--- src/rtl/msx_frame_pkg.sv ---
package msx_frame_pkg;

   // ===================================================================
   // APB register map
   // ===================================================================
   localparam int apb_addr_w = 8;

   localparam logic [7:0] reg_video_addr = 8'h00;
   localparam logic [7:0] reg_tape_addr  = 8'h04;
   localparam logic [7:0] reg_ctrl_addr  = 8'h08;

   // Settings field widths
   localparam int fx_w    = 3;
   localparam int ar_w    = 2;
   localparam int scale_w = 2;

   // HDMI sizes and crop height
   localparam int dim_w = 12;

   // DDR3 byte address
   localparam int ddr_addr_w = 28;

   // Download slot of a CAS image
   localparam logic [5:0] cas_ioctl_index = 6'd5;

   // ===================================================================
   // Video aspect and crop constants
   // ===================================================================
   localparam logic [11:0] arx_orig_4_3 = 12'd400;
   localparam logic [11:0] arx_wide     = 12'd340;
   localparam logic [11:0] ary_orig     = 12'd300;

   // Visible lines kept for each supported HDMI height
   localparam logic [11:0] crop_h480  = 12'd240;
   localparam logic [11:0] crop_h600  = 12'd200;
   localparam logic [11:0] crop_h720  = 12'd240;
   localparam logic [11:0] crop_h768  = 12'd256;
   localparam logic [11:0] crop_h800  = 12'd200;
   localparam logic [11:0] crop_h1080 = 12'd216;
   localparam logic [11:0] crop_h1200 = 12'd240;
   localparam logic [11:0] crop_h1440 = 12'd240;
   localparam logic [11:0] crop_h1536 = 12'd256;

   // SD activity hold, in clk21m cycles
   localparam logic [31:0] sd_act_cycles_dflt = 32'd1_000_000;

endpackage
--- src/rtl/msx_frame_top.sv ---
`timescale 1ns/1ps

module msx_frame_top #(
   parameter logic [31:0] sd_act_cycles = msx_frame_pkg::sd_act_cycles_dflt
) (
   input  logic                                 clk21m,
   input  logic                                 reset,
   // APB settings port
   input  logic                                 psel,
   input  logic                                 penable,
   input  logic                                 pwrite,
   input  logic [msx_frame_pkg::apb_addr_w-1:0] paddr,
   input  logic [31:0]                          pwdata,
   output logic [31:0]                          prdata,
   output logic                                 pready,
   output logic                                 pslverr,
   // Video
   input  logic                                 forced_scandoubler,
   input  logic [msx_frame_pkg::dim_w-1:0]      hdmi_width,
   input  logic [msx_frame_pkg::dim_w-1:0]      hdmi_height,
   output logic [1:0]                           vga_sl,
   output logic                                 hq2x,
   output logic                                 scandoubler,
   output logic [msx_frame_pkg::dim_w-1:0]      video_arx,
   output logic [msx_frame_pkg::dim_w-1:0]      video_ary,
   output logic [msx_frame_pkg::dim_w-1:0]      crop_size,
   output logic [2:0]                           scale_sel,
   // SD card
   input  logic                                 img_mounted,
   input  logic [63:0]                          img_size,
   input  logic                                 spi_sck,
   input  logic                                 spi_mosi,
   input  logic                                 sd_miso,
   input  logic                                 vsd_miso,
   output logic                                 spi_miso,
   output logic                                 sd_cs,
   output logic                                 sd_sck,
   output logic                                 sd_mosi,
   output logic                                 vsd_sel,
   output logic                                 led_user,
   output logic [1:0]                           led_disk,
   // Cassette and DDR3
   input  logic                                 ioctl_download,
   input  logic [15:0]                          ioctl_index,
   input  logic                                 motor,
   input  logic                                 cas_dout,
   input  logic                                 tape_adc,
   input  logic                                 tape_adc_act,
   output logic                                 play,
   output logic                                 rewind,
   output logic                                 cas_audio_in,
   input  logic                                 dl_ddr_req,
   input  logic                                 dl_ddr_rd,
   input  logic                                 cas_ddr_rd,
   input  logic [msx_frame_pkg::ddr_addr_w-1:0] dl_ddr_addr,
   input  logic [msx_frame_pkg::ddr_addr_w-1:0] cas_ddr_addr,
   output logic [msx_frame_pkg::ddr_addr_w-1:0] ddr_addr,
   output logic                                 ddr_rd,
   output logic                                 core_reset
);

   logic [msx_frame_pkg::ar_w-1:0]    ar;
   logic [msx_frame_pkg::fx_w-1:0]    fx;
   logic [msx_frame_pkg::scale_w-1:0] scale;
   logic                              vcrop_en;
   logic                              tape_src_file;
   logic                              rewind_req;

   apb_status_regs apb_status_regs_inst (
      .clk21m(clk21m), .reset(reset),
      .psel(psel), .penable(penable), .pwrite(pwrite),
      .paddr(paddr), .pwdata(pwdata), .prdata(prdata),
      .pready(pready), .pslverr(pslverr),
      .ar(ar), .fx(fx), .scale(scale), .vcrop_en(vcrop_en),
      .tape_src_file(tape_src_file), .rewind_req(rewind_req),
      .core_reset(core_reset)
   );

   // Blocks below run from the core reset
   video_scale_ctrl video_scale_ctrl_inst (
      .clk21m(clk21m), .reset(core_reset),
      .ar(ar), .fx(fx), .scale(scale), .vcrop_en(vcrop_en),
      .forced_scandoubler(forced_scandoubler),
      .hdmi_width(hdmi_width), .hdmi_height(hdmi_height),
      .vga_sl(vga_sl), .hq2x(hq2x), .scandoubler(scandoubler),
      .video_arx(video_arx), .video_ary(video_ary),
      .crop_size(crop_size), .scale_sel(scale_sel)
   );

   sd_activity #(.sd_act_cycles(sd_act_cycles)) sd_activity_inst (
      .clk21m(clk21m), .reset(core_reset),
      .img_mounted(img_mounted), .img_size(img_size),
      .spi_sck(spi_sck), .spi_mosi(spi_mosi),
      .sd_miso(sd_miso), .vsd_miso(vsd_miso), .spi_miso(spi_miso),
      .sd_cs(sd_cs), .sd_sck(sd_sck), .sd_mosi(sd_mosi),
      .vsd_sel(vsd_sel), .led_user(led_user), .led_disk(led_disk)
   );

   cassette_path cassette_path_inst (
      .clk21m(clk21m), .reset(core_reset),
      .ioctl_download(ioctl_download), .ioctl_index(ioctl_index),
      .motor(motor), .cas_dout(cas_dout),
      .tape_adc(tape_adc), .tape_adc_act(tape_adc_act),
      .tape_src_file(tape_src_file), .rewind_req(rewind_req),
      .play(play), .rewind(rewind), .cas_audio_in(cas_audio_in),
      .dl_ddr_req(dl_ddr_req), .dl_ddr_rd(dl_ddr_rd), .cas_ddr_rd(cas_ddr_rd),
      .dl_ddr_addr(dl_ddr_addr), .cas_ddr_addr(cas_ddr_addr),
      .ddr_addr(ddr_addr), .ddr_rd(ddr_rd)
   );

endmodule

--- src/rtl/cassette_path.sv ---
`timescale 1ns/1ps

module cassette_path (
   input  logic                                 clk21m,
   input  logic                                 reset,
   input  logic                                 ioctl_download,
   input  logic [15:0]                          ioctl_index,
   input  logic                                 motor,
   input  logic                                 cas_dout,
   input  logic                                 tape_adc,
   input  logic                                 tape_adc_act,
   input  logic                                 tape_src_file,
   input  logic                                 rewind_req,
   output logic                                 play,
   output logic                                 rewind,
   output logic                                 cas_audio_in,
   input  logic                                 dl_ddr_req,
   input  logic                                 dl_ddr_rd,
   input  logic                                 cas_ddr_rd,
   input  logic [msx_frame_pkg::ddr_addr_w-1:0] dl_ddr_addr,
   input  logic [msx_frame_pkg::ddr_addr_w-1:0] cas_ddr_addr,
   output logic [msx_frame_pkg::ddr_addr_w-1:0] ddr_addr,
   output logic                                 ddr_rd
);

   logic is_cas;
   logic is_cas_q;
   logic cas_load;

   // ===================================================================
   // Cassette control
   // ===================================================================
   assign is_cas = ioctl_download & (ioctl_index[5:0] == msx_frame_pkg::cas_ioctl_index);

   // Image is ready once its download ends
   always_ff @(posedge clk21m) begin
      if (reset) begin
         is_cas_q <= 1'b0;
         cas_load <= 1'b0;
      end else begin
         is_cas_q <= is_cas;
         if (is_cas_q && !is_cas) begin
            cas_load <= 1'b1;
         end
      end
   end

   // Player runs while the motor relay is released
   assign play   = cas_load & ~motor;
   assign rewind = rewind_req | is_cas | reset;

   // Tape input from file or from the ADC receiver
   assign cas_audio_in = tape_src_file ? cas_dout : (tape_adc & tape_adc_act);

   // ===================================================================
   // DDR3 read port, downloader has priority
   // ===================================================================
   assign ddr_addr = dl_ddr_req ? dl_ddr_addr : cas_ddr_addr;
   assign ddr_rd   = dl_ddr_req ? dl_ddr_rd : cas_ddr_rd;

endmodule

--- src/rtl/sd_activity.sv ---
`timescale 1ns/1ps

module sd_activity #(
   parameter logic [31:0] sd_act_cycles = msx_frame_pkg::sd_act_cycles_dflt
) (
   input  logic        clk21m,
   input  logic        reset,
   input  logic        img_mounted,
   input  logic [63:0] img_size,
   input  logic        spi_sck,
   input  logic        spi_mosi,
   input  logic        sd_miso,
   input  logic        vsd_miso,
   output logic        spi_miso,
   output logic        sd_cs,
   output logic        sd_sck,
   output logic        sd_mosi,
   output logic        vsd_sel,
   output logic        led_user,
   output logic [1:0]  led_disk
);

   logic [31:0] timer;
   logic        old_mosi;
   logic        old_miso;
   logic        sd_act;

   // Virtual card takes over once a nonempty image is mounted
   always_ff @(posedge clk21m) begin
      if (reset) begin
         vsd_sel <= 1'b0;
      end else if (img_mounted) begin
         vsd_sel <= |img_size;
      end
   end

   // Real card is idle while the virtual one is selected
   assign sd_cs    = vsd_sel;
   assign sd_sck   = spi_sck & ~vsd_sel;
   assign sd_mosi  = spi_mosi & ~vsd_sel;
   assign spi_miso = vsd_sel ? vsd_miso : sd_miso;

   // ===================================================================
   // Activity timer
   // ===================================================================
   always_ff @(posedge clk21m) begin
      old_mosi <= spi_mosi;
      old_miso <= spi_miso;
      if (reset) begin
         timer <= sd_act_cycles;
      end else if ((old_mosi ^ spi_mosi) || (old_miso ^ spi_miso)) begin
         timer <= '0;
      end else if (timer < sd_act_cycles) begin
         timer <= timer + 32'd1;
      end
   end

   assign sd_act   = (timer < sd_act_cycles);
   assign led_user = vsd_sel & sd_act;
   assign led_disk = {1'b1, ~vsd_sel & sd_act};

endmodule

--- src/rtl/video_scale_ctrl.sv ---
`timescale 1ns/1ps

module video_scale_ctrl (
   input  logic                              clk21m,
   input  logic                              reset,
   input  logic [msx_frame_pkg::ar_w-1:0]    ar,
   input  logic [msx_frame_pkg::fx_w-1:0]    fx,
   input  logic [msx_frame_pkg::scale_w-1:0] scale,
   input  logic                              vcrop_en,
   input  logic                              forced_scandoubler,
   input  logic [msx_frame_pkg::dim_w-1:0]   hdmi_width,
   input  logic [msx_frame_pkg::dim_w-1:0]   hdmi_height,
   output logic [1:0]                        vga_sl,
   output logic                              hq2x,
   output logic                              scandoubler,
   output logic [msx_frame_pkg::dim_w-1:0]   video_arx,
   output logic [msx_frame_pkg::dim_w-1:0]   video_ary,
   output logic [msx_frame_pkg::dim_w-1:0]   crop_size,
   output logic [2:0]                        scale_sel
);

   logic                            sd_next;
   logic                            hq2x_next;
   logic [1:0]                      sl_next;
   logic                            wide_screen;
   logic                            wide;
   logic [msx_frame_pkg::dim_w-1:0] crop;
   logic [msx_frame_pkg::dim_w-1:0] arx_next;
   logic [msx_frame_pkg::dim_w-1:0] ary_next;

   assign sd_next   = (fx != '0) | forced_scandoubler;
   assign hq2x_next = (fx == 3'd1) || (fx == 3'd2);
   // CRT levels, deeper codes saturate at the strongest scanline
   assign sl_next   = (fx > 3'd3) ? 2'd2 : ((fx == 3'd3) ? 2'd1 : 2'd0);

   // Width at least 1.5 times the height, one bit wider to avoid overflow
   assign wide_screen = {1'b0, hdmi_width} >= ({1'b0, hdmi_height} + hdmi_height[11:1]);

   // ===================================================================
   // Crop table lookup
   // ===================================================================
   always_comb begin
      crop = '0;
      wide = 1'b0;
      if (!sd_next && wide_screen) begin
         case (hdmi_height)
            12'd480:  crop = msx_frame_pkg::crop_h480;
            12'd600:  crop = msx_frame_pkg::crop_h600;
            12'd720:  crop = msx_frame_pkg::crop_h720;
            12'd768:  crop = msx_frame_pkg::crop_h768;
            12'd800:  crop = msx_frame_pkg::crop_h800;
            12'd1080: crop = msx_frame_pkg::crop_h1080;
            12'd1200: crop = msx_frame_pkg::crop_h1200;
            12'd1440: crop = msx_frame_pkg::crop_h1440;
            12'd1536: crop = msx_frame_pkg::crop_h1536;
            default:  crop = '0;
         endcase
         wide = vcrop_en && (hdmi_height == 12'd600 || hdmi_height == 12'd800);
      end else if (!sd_next && hdmi_width >= 12'd1440) begin
         // 4:3 modes with large heights
         if (hdmi_height == 12'd1440) crop = msx_frame_pkg::crop_h1440;
         if (hdmi_height == 12'd1536) crop = msx_frame_pkg::crop_h1536;
      end
   end

   // Original aspect, or full screen and integer scaling codes
   always_comb begin
      arx_next = '0;
      ary_next = '0;
      if (ar == '0) begin
         arx_next = wide ? msx_frame_pkg::arx_wide : msx_frame_pkg::arx_orig_4_3;
         ary_next = msx_frame_pkg::ary_orig;
      end else begin
         arx_next[msx_frame_pkg::ar_w-1:0] = ar - 2'd1;
      end
   end

   always_ff @(posedge clk21m) begin
      if (reset) begin
         vga_sl      <= '0;
         hq2x        <= 1'b0;
         scandoubler <= forced_scandoubler;
         video_arx   <= '0;
         video_ary   <= '0;
         crop_size   <= '0;
         scale_sel   <= '0;
      end else begin
         vga_sl      <= sl_next;
         hq2x        <= hq2x_next;
         scandoubler <= sd_next;
         video_arx   <= arx_next;
         video_ary   <= ary_next;
         crop_size   <= vcrop_en ? crop : '0;
         scale_sel   <= {1'b0, scale};
      end
   end

endmodule

--- src/rtl/apb_status_regs.sv ---
`timescale 1ns/1ps

module apb_status_regs (
   input  logic                                clk21m,
   input  logic                                reset,
   input  logic                                psel,
   input  logic                                penable,
   input  logic                                pwrite,
   input  logic [msx_frame_pkg::apb_addr_w-1:0] paddr,
   input  logic [31:0]                         pwdata,
   output logic [31:0]                         prdata,
   output logic                                pready,
   output logic                                pslverr,
   output logic [msx_frame_pkg::ar_w-1:0]      ar,
   output logic [msx_frame_pkg::fx_w-1:0]      fx,
   output logic [msx_frame_pkg::scale_w-1:0]   scale,
   output logic                                vcrop_en,
   output logic                                tape_src_file,
   output logic                                rewind_req,
   output logic                                core_reset
);

   logic access;
   logic hit_video;
   logic hit_tape;
   logic hit_ctrl;
   logic wr_ctrl_req;
   logic ctrl_pulse;

   assign access    = psel & penable;
   assign hit_video = (paddr == msx_frame_pkg::reg_video_addr);
   assign hit_tape  = (paddr == msx_frame_pkg::reg_tape_addr);
   assign hit_ctrl  = (paddr == msx_frame_pkg::reg_ctrl_addr);

   // No wait states
   assign pready  = 1'b1;
   assign pslverr = access & ~(hit_video | hit_tape | hit_ctrl);

   // Soft reset or eject written this cycle
   assign wr_ctrl_req = access & pwrite & hit_ctrl & (pwdata[0] | pwdata[1]);

   // Pulse bits read back as zero
   always_comb begin
      prdata = '0;
      if (hit_video) begin
         prdata[7:0] = {vcrop_en, scale, fx, ar};
      end else if (hit_tape) begin
         prdata[0] = tape_src_file;
      end
   end

   always_ff @(posedge clk21m) begin
      if (reset) begin
         ar            <= '0;
         fx            <= '0;
         scale         <= '0;
         vcrop_en      <= 1'b0;
         tape_src_file <= 1'b0;
         rewind_req    <= 1'b0;
         ctrl_pulse    <= 1'b0;
      end else begin
         rewind_req <= access & pwrite & hit_tape & pwdata[1];
         ctrl_pulse <= wr_ctrl_req;
         if (access && pwrite && hit_video) begin
            ar       <= pwdata[1:0];
            fx       <= pwdata[4:2];
            scale    <= pwdata[6:5];
            vcrop_en <= pwdata[7];
         end
         if (access && pwrite && hit_tape) begin
            tape_src_file <= pwdata[0];
         end
      end
   end

   // Core reset covers the request pulse and one cycle after it
   always_ff @(posedge clk21m) begin
      core_reset <= reset | wr_ctrl_req | ctrl_pulse;
   end

   a_penable_needs_psel : assert property (
      @(posedge clk21m) disable iff (reset) $rose(penable) |-> psel)
      else $error("penable rose without psel");

   a_addr_stable : assert property (
      @(posedge clk21m) disable iff (reset) psel && !penable |=> $stable(paddr))
      else $error("paddr changed between setup and access");

endmodule

--- config.mk ---
export PLATFORM = sky130hd
export DESIGN_NAME = msx_frame_top
export DESIGN_NICKNAME = d
export VERILOG_FILES = /design/src/rtl/msx_frame_pkg.sv /design/src/rtl/msx_frame_top.sv /design/src/rtl/cassette_path.sv /design/src/rtl/sd_activity.sv /design/src/rtl/video_scale_ctrl.sv /design/src/rtl/apb_status_regs.sv
export SDC_FILE = /design/constraint.sdc
export NUM_CORES = 1
export LEC_CHECK = 0
export BUFFER_PORTS_ARGS = -buffer_cell sky130_fd_sc_hd__buf_4
export CAP_MARGIN = 15
export CORE_AREA = 2 2 131 133
export CTS_BUF_LIST = sky130_fd_sc_hd__clkbuf_8 sky130_fd_sc_hd__clkbuf_16
export DETAILED_ROUTE_END_ITERATION = 7
export DIE_AREA = 0 0 133 135
export PLACE_DENSITY_LB_ADDON = 0.15
export SYNTH_ARGS = -nofsm -noshare
export SYNTH_HDL_FRONTEND = slang
export SYNTH_SLANG_ARGS = --single-unit
--- constraint.sdc ---
create_clock -name clk21m -period 5.3 [get_ports clk21m]
set_input_delay 0 -clock clk21m [delete_from_list [all_inputs] [get_ports clk21m]]
set_output_delay 0 -clock clk21m [all_outputs]
set_load 0.05 [all_outputs]
==> results.ini <==
[routing]
wire_per_inst_um = 14.4
drt-total-wl_um = 14700
drc = 0
dr_total_vias = 4639
viasPerCell = 4.53
drt_iter0_markers = 196
first_pass_iters = 4
ant_nets = 0

[setup_path]
critPathKind = primary input to flop
r2r_setup_slack_ps = 3250
worst_ep_arrival_time_ps = 3020
cp.required_ps = 5530
r2r_start = sd_activity_inst.sd_cs$_SDFFE_PP0P_
worstPathMaxFanout = 6
r2r_cells = 4
crit_start = hdmi_height[2]
startpoint_type = primary input
regToRegEndpoint = sd_activity_inst.timer[20]$_SDFFE_PP0N_
end_kind = flop

[timing]
maxSlewHeadroom_pct = 40.1
fin_skew_ps = 3.80
finalHoldViolCount = 0
period_minus_slack_ps = 2790
tightest_slew_ps = 894
post-route-period-util_pct = 52.6
setup_ws_ps = 2510
setup_viol = 0
fin_setup_tns_ps = 0
slew_violations = 0
max_freq_mhz = 359
rsz0062_at_grt = no

[synth]
seq_area_frac_synth_pct = 29.1
synth_area_leaders = dfxtp_1 29%, ha_1 11%, buf_4 8.8%, mux2_2 7.4%, nor4_1 4.0%
synth_area_mm2 = 0.00454
synth-edff-count = 0
ys_async_sr_fraction_pct = 0
synth_cell_types = 47
synth_commonest_cells = 66 x dfxtp_1, 53 x buf_4, 40 x ha_1
synth.top_cell.area_share_pct = 29.1
ys_ff_latch = 66
ys.flop_type = dfxtp_1
syn_avg_cell_area_um2 = 8.51
yosys_warnings = 0
postSynthCellCount = 534
yosysMostFrequentCell = dfxtp_1
yosysTopAreaCell = dfxtp_1

[cts]
clk_latency_ps = 330
cts_tree = yes
clk_pin_slew_ps = 50
cts_max_level = 3
cts_root_buffer = clkbuf_16
clock_sinks = 66
ctsResizeCount = 0
clock_tree.buffer_depth = 2
cts_buffers = 9

[pwr]
p_per_area_mw_per_mm2 = 232
p_total_uw = 1610
irDropWorstVdd_v = 0.000173
p_leak_uw = 0.00321

[floorplan]
rows = 47
dieWidth_um = 133
dieArea_mm2 = 0.0180
core_mm2 = 0.0164
start_util_pct = 27.7
io_pins = 337
die-height_um = 135

[final_layout]
syn2layout_area_growth_pct = 52.8
final_util_pct = 42.3
fin_cells = 1023
fillers = 1638
seq_area_mm2 = 0.00132
multiInputGateArea_mm2 = 0.00286
drive_gt1_share_pct = 38.2
final_nets = 1060
antenna_cells = 0

[worst_hold_path]
worstHoldEndpoint = apb_status_regs_inst.rewind_req$_SDFF_PP0_
hold_start = paddr[2]
hp-class = primary input to flop
whs_path_depth = 3

[flow_run]
cap_violations = 0

[global_route]
grt_max_degree = 30
grt_use_total_pct = 15.9
grt_pass1_vias = 4700
overflow = 0
antenna_found_initial = 0
grt_pass1_wl_um = 22700

[placed_design]
post-place-cells = 991
port_buffers = 256
routabilityCongestion = 0.822
dpl_worst_slack_ps = 2150
hpwl_um = 12200

[run_status]
outcome = completed

## worst max path at each step
| stage | to | cells past startpoint |
|---|---|---|
| floorplan | video_scale_ctrl_inst.video_arx[6]$_SDFF_PP0_ | 15 |
| global placement | video_scale_ctrl_inst.video_arx[6]$_SDFF_PP0_ | 16 |
| detailed placement | video_scale_ctrl_inst.video_arx[6]$_SDFF_PP0_ | 16 |
| CTS | video_scale_ctrl_inst.video_arx[6]$_SDFF_PP0_ | 16 |
| global route | video_scale_ctrl_inst.video_arx[6]$_SDFF_PP0_ | 16 |
| finish | video_scale_ctrl_inst.video_arx[6]$_SDFF_PP0_ | 16 |
## stage by stage
stage	cell area, um^2	hold slack [ps]
floorplan	4710	27.7
global route	6940	25.6
CTS	6940	1.76
global placement	6470	129
finish	6940	14.8
detailed placement	6470	127
## layout make-up
type,count,area share [%]
clock buffer,11,3.64
clock inverter,3,0.577
inverter,21,1.14
multi-input combinational,426,41.1
sequential,66,19.0
tap,220,3.97
timing repair buffer,276,30.5
## repair_timing
item | 4_1_cts | 5_1_grt
setup buffers | 0 | 0
endpoints found under the setup margin | 0 | 0
endpoints found under the hold margin | 17 | 0
hold buffers | 18 | 0
## kinds of logic after synthesis
| family | share of synthesized area (%) |
|---|---|
| AO/OA/AOI/OAI | 10.3 |
| multiplexers | 7.88 |
| XOR/XNOR | 5.78 |
| flip-flops | 29.1 |
| AND/OR/NAND/NOR | 23.6 |
| adder cells (fa/ha/maj) | 11.5 |
| buffers and inverters | 11.7 |
| other | 0.165 |
## cells in the final DEF, fill, tap and decap left out, types with 3 or more instances in the layout
master	n
o21ai_0	12
dlygate4sd3_1	18
xnor2_1	16
a21oi_1	22
o21a_1	5
nor2b_1	11
nand2_1	34
nand3_1	26
xor2_1	14
a211oi_1	3
clkbuf_16	9
nand2b_1	4
o211ai_1	4
mux2_2	30
dfxtp_1	66
a21o_1	9
nor4_1	29
o21bai_1	3
inv_1	21
and2_1	20
buf_4	258
ha_1	40
conb_1	46
nand4_1	15
a31oi_1	4
nor2_1	33
nor3_1	18
## power by group
group	internal (uW)	leakage (uW)	total, uW	switching, uW
sequential	506	0.000537	514	8.43
clock	382	0.000147	586	204
combinational	208	0.00253	509	301
## metal layers
metal  GRT usage [%]  vias to the layer above  part of all wire [%]
li1                -                     2316                     -
met1            16.1                     2135                    36
met2            32.3                      171                    56
met3            3.87                       17                   6.4
met4            3.46                        0                  0.89
met5               0                        -                     0
## worst max-delay path: stages
cell      delay (ps)
buf_4            120
inv_1            110
ha_1             290
nor2b_1          160
o31ai_1          380
a31oi_1          190
o21ai_0          190
nand2b_1          80
xnor2_1          140
ha_1             300
o21a_1           120
o21a_1           110
o211ai_1          70
a31oi_1          250
nand2_1          200
nor4b_1          290
## flip-flops by register name, summed over array words and instances, names as in the netlist, 2 cells and up
signal	cells
video_scale_ctrl_inst.crop_size	5
apb_status_regs_inst.scale	2
apb_status_regs_inst.ar	2
video_scale_ctrl_inst.scale_sel	2
video_scale_ctrl_inst.vga_sl	2
sd_activity_inst.timer	32
apb_status_regs_inst.fx	3
video_scale_ctrl_inst.video_arx	5
(Power assumes the default switching activity.)
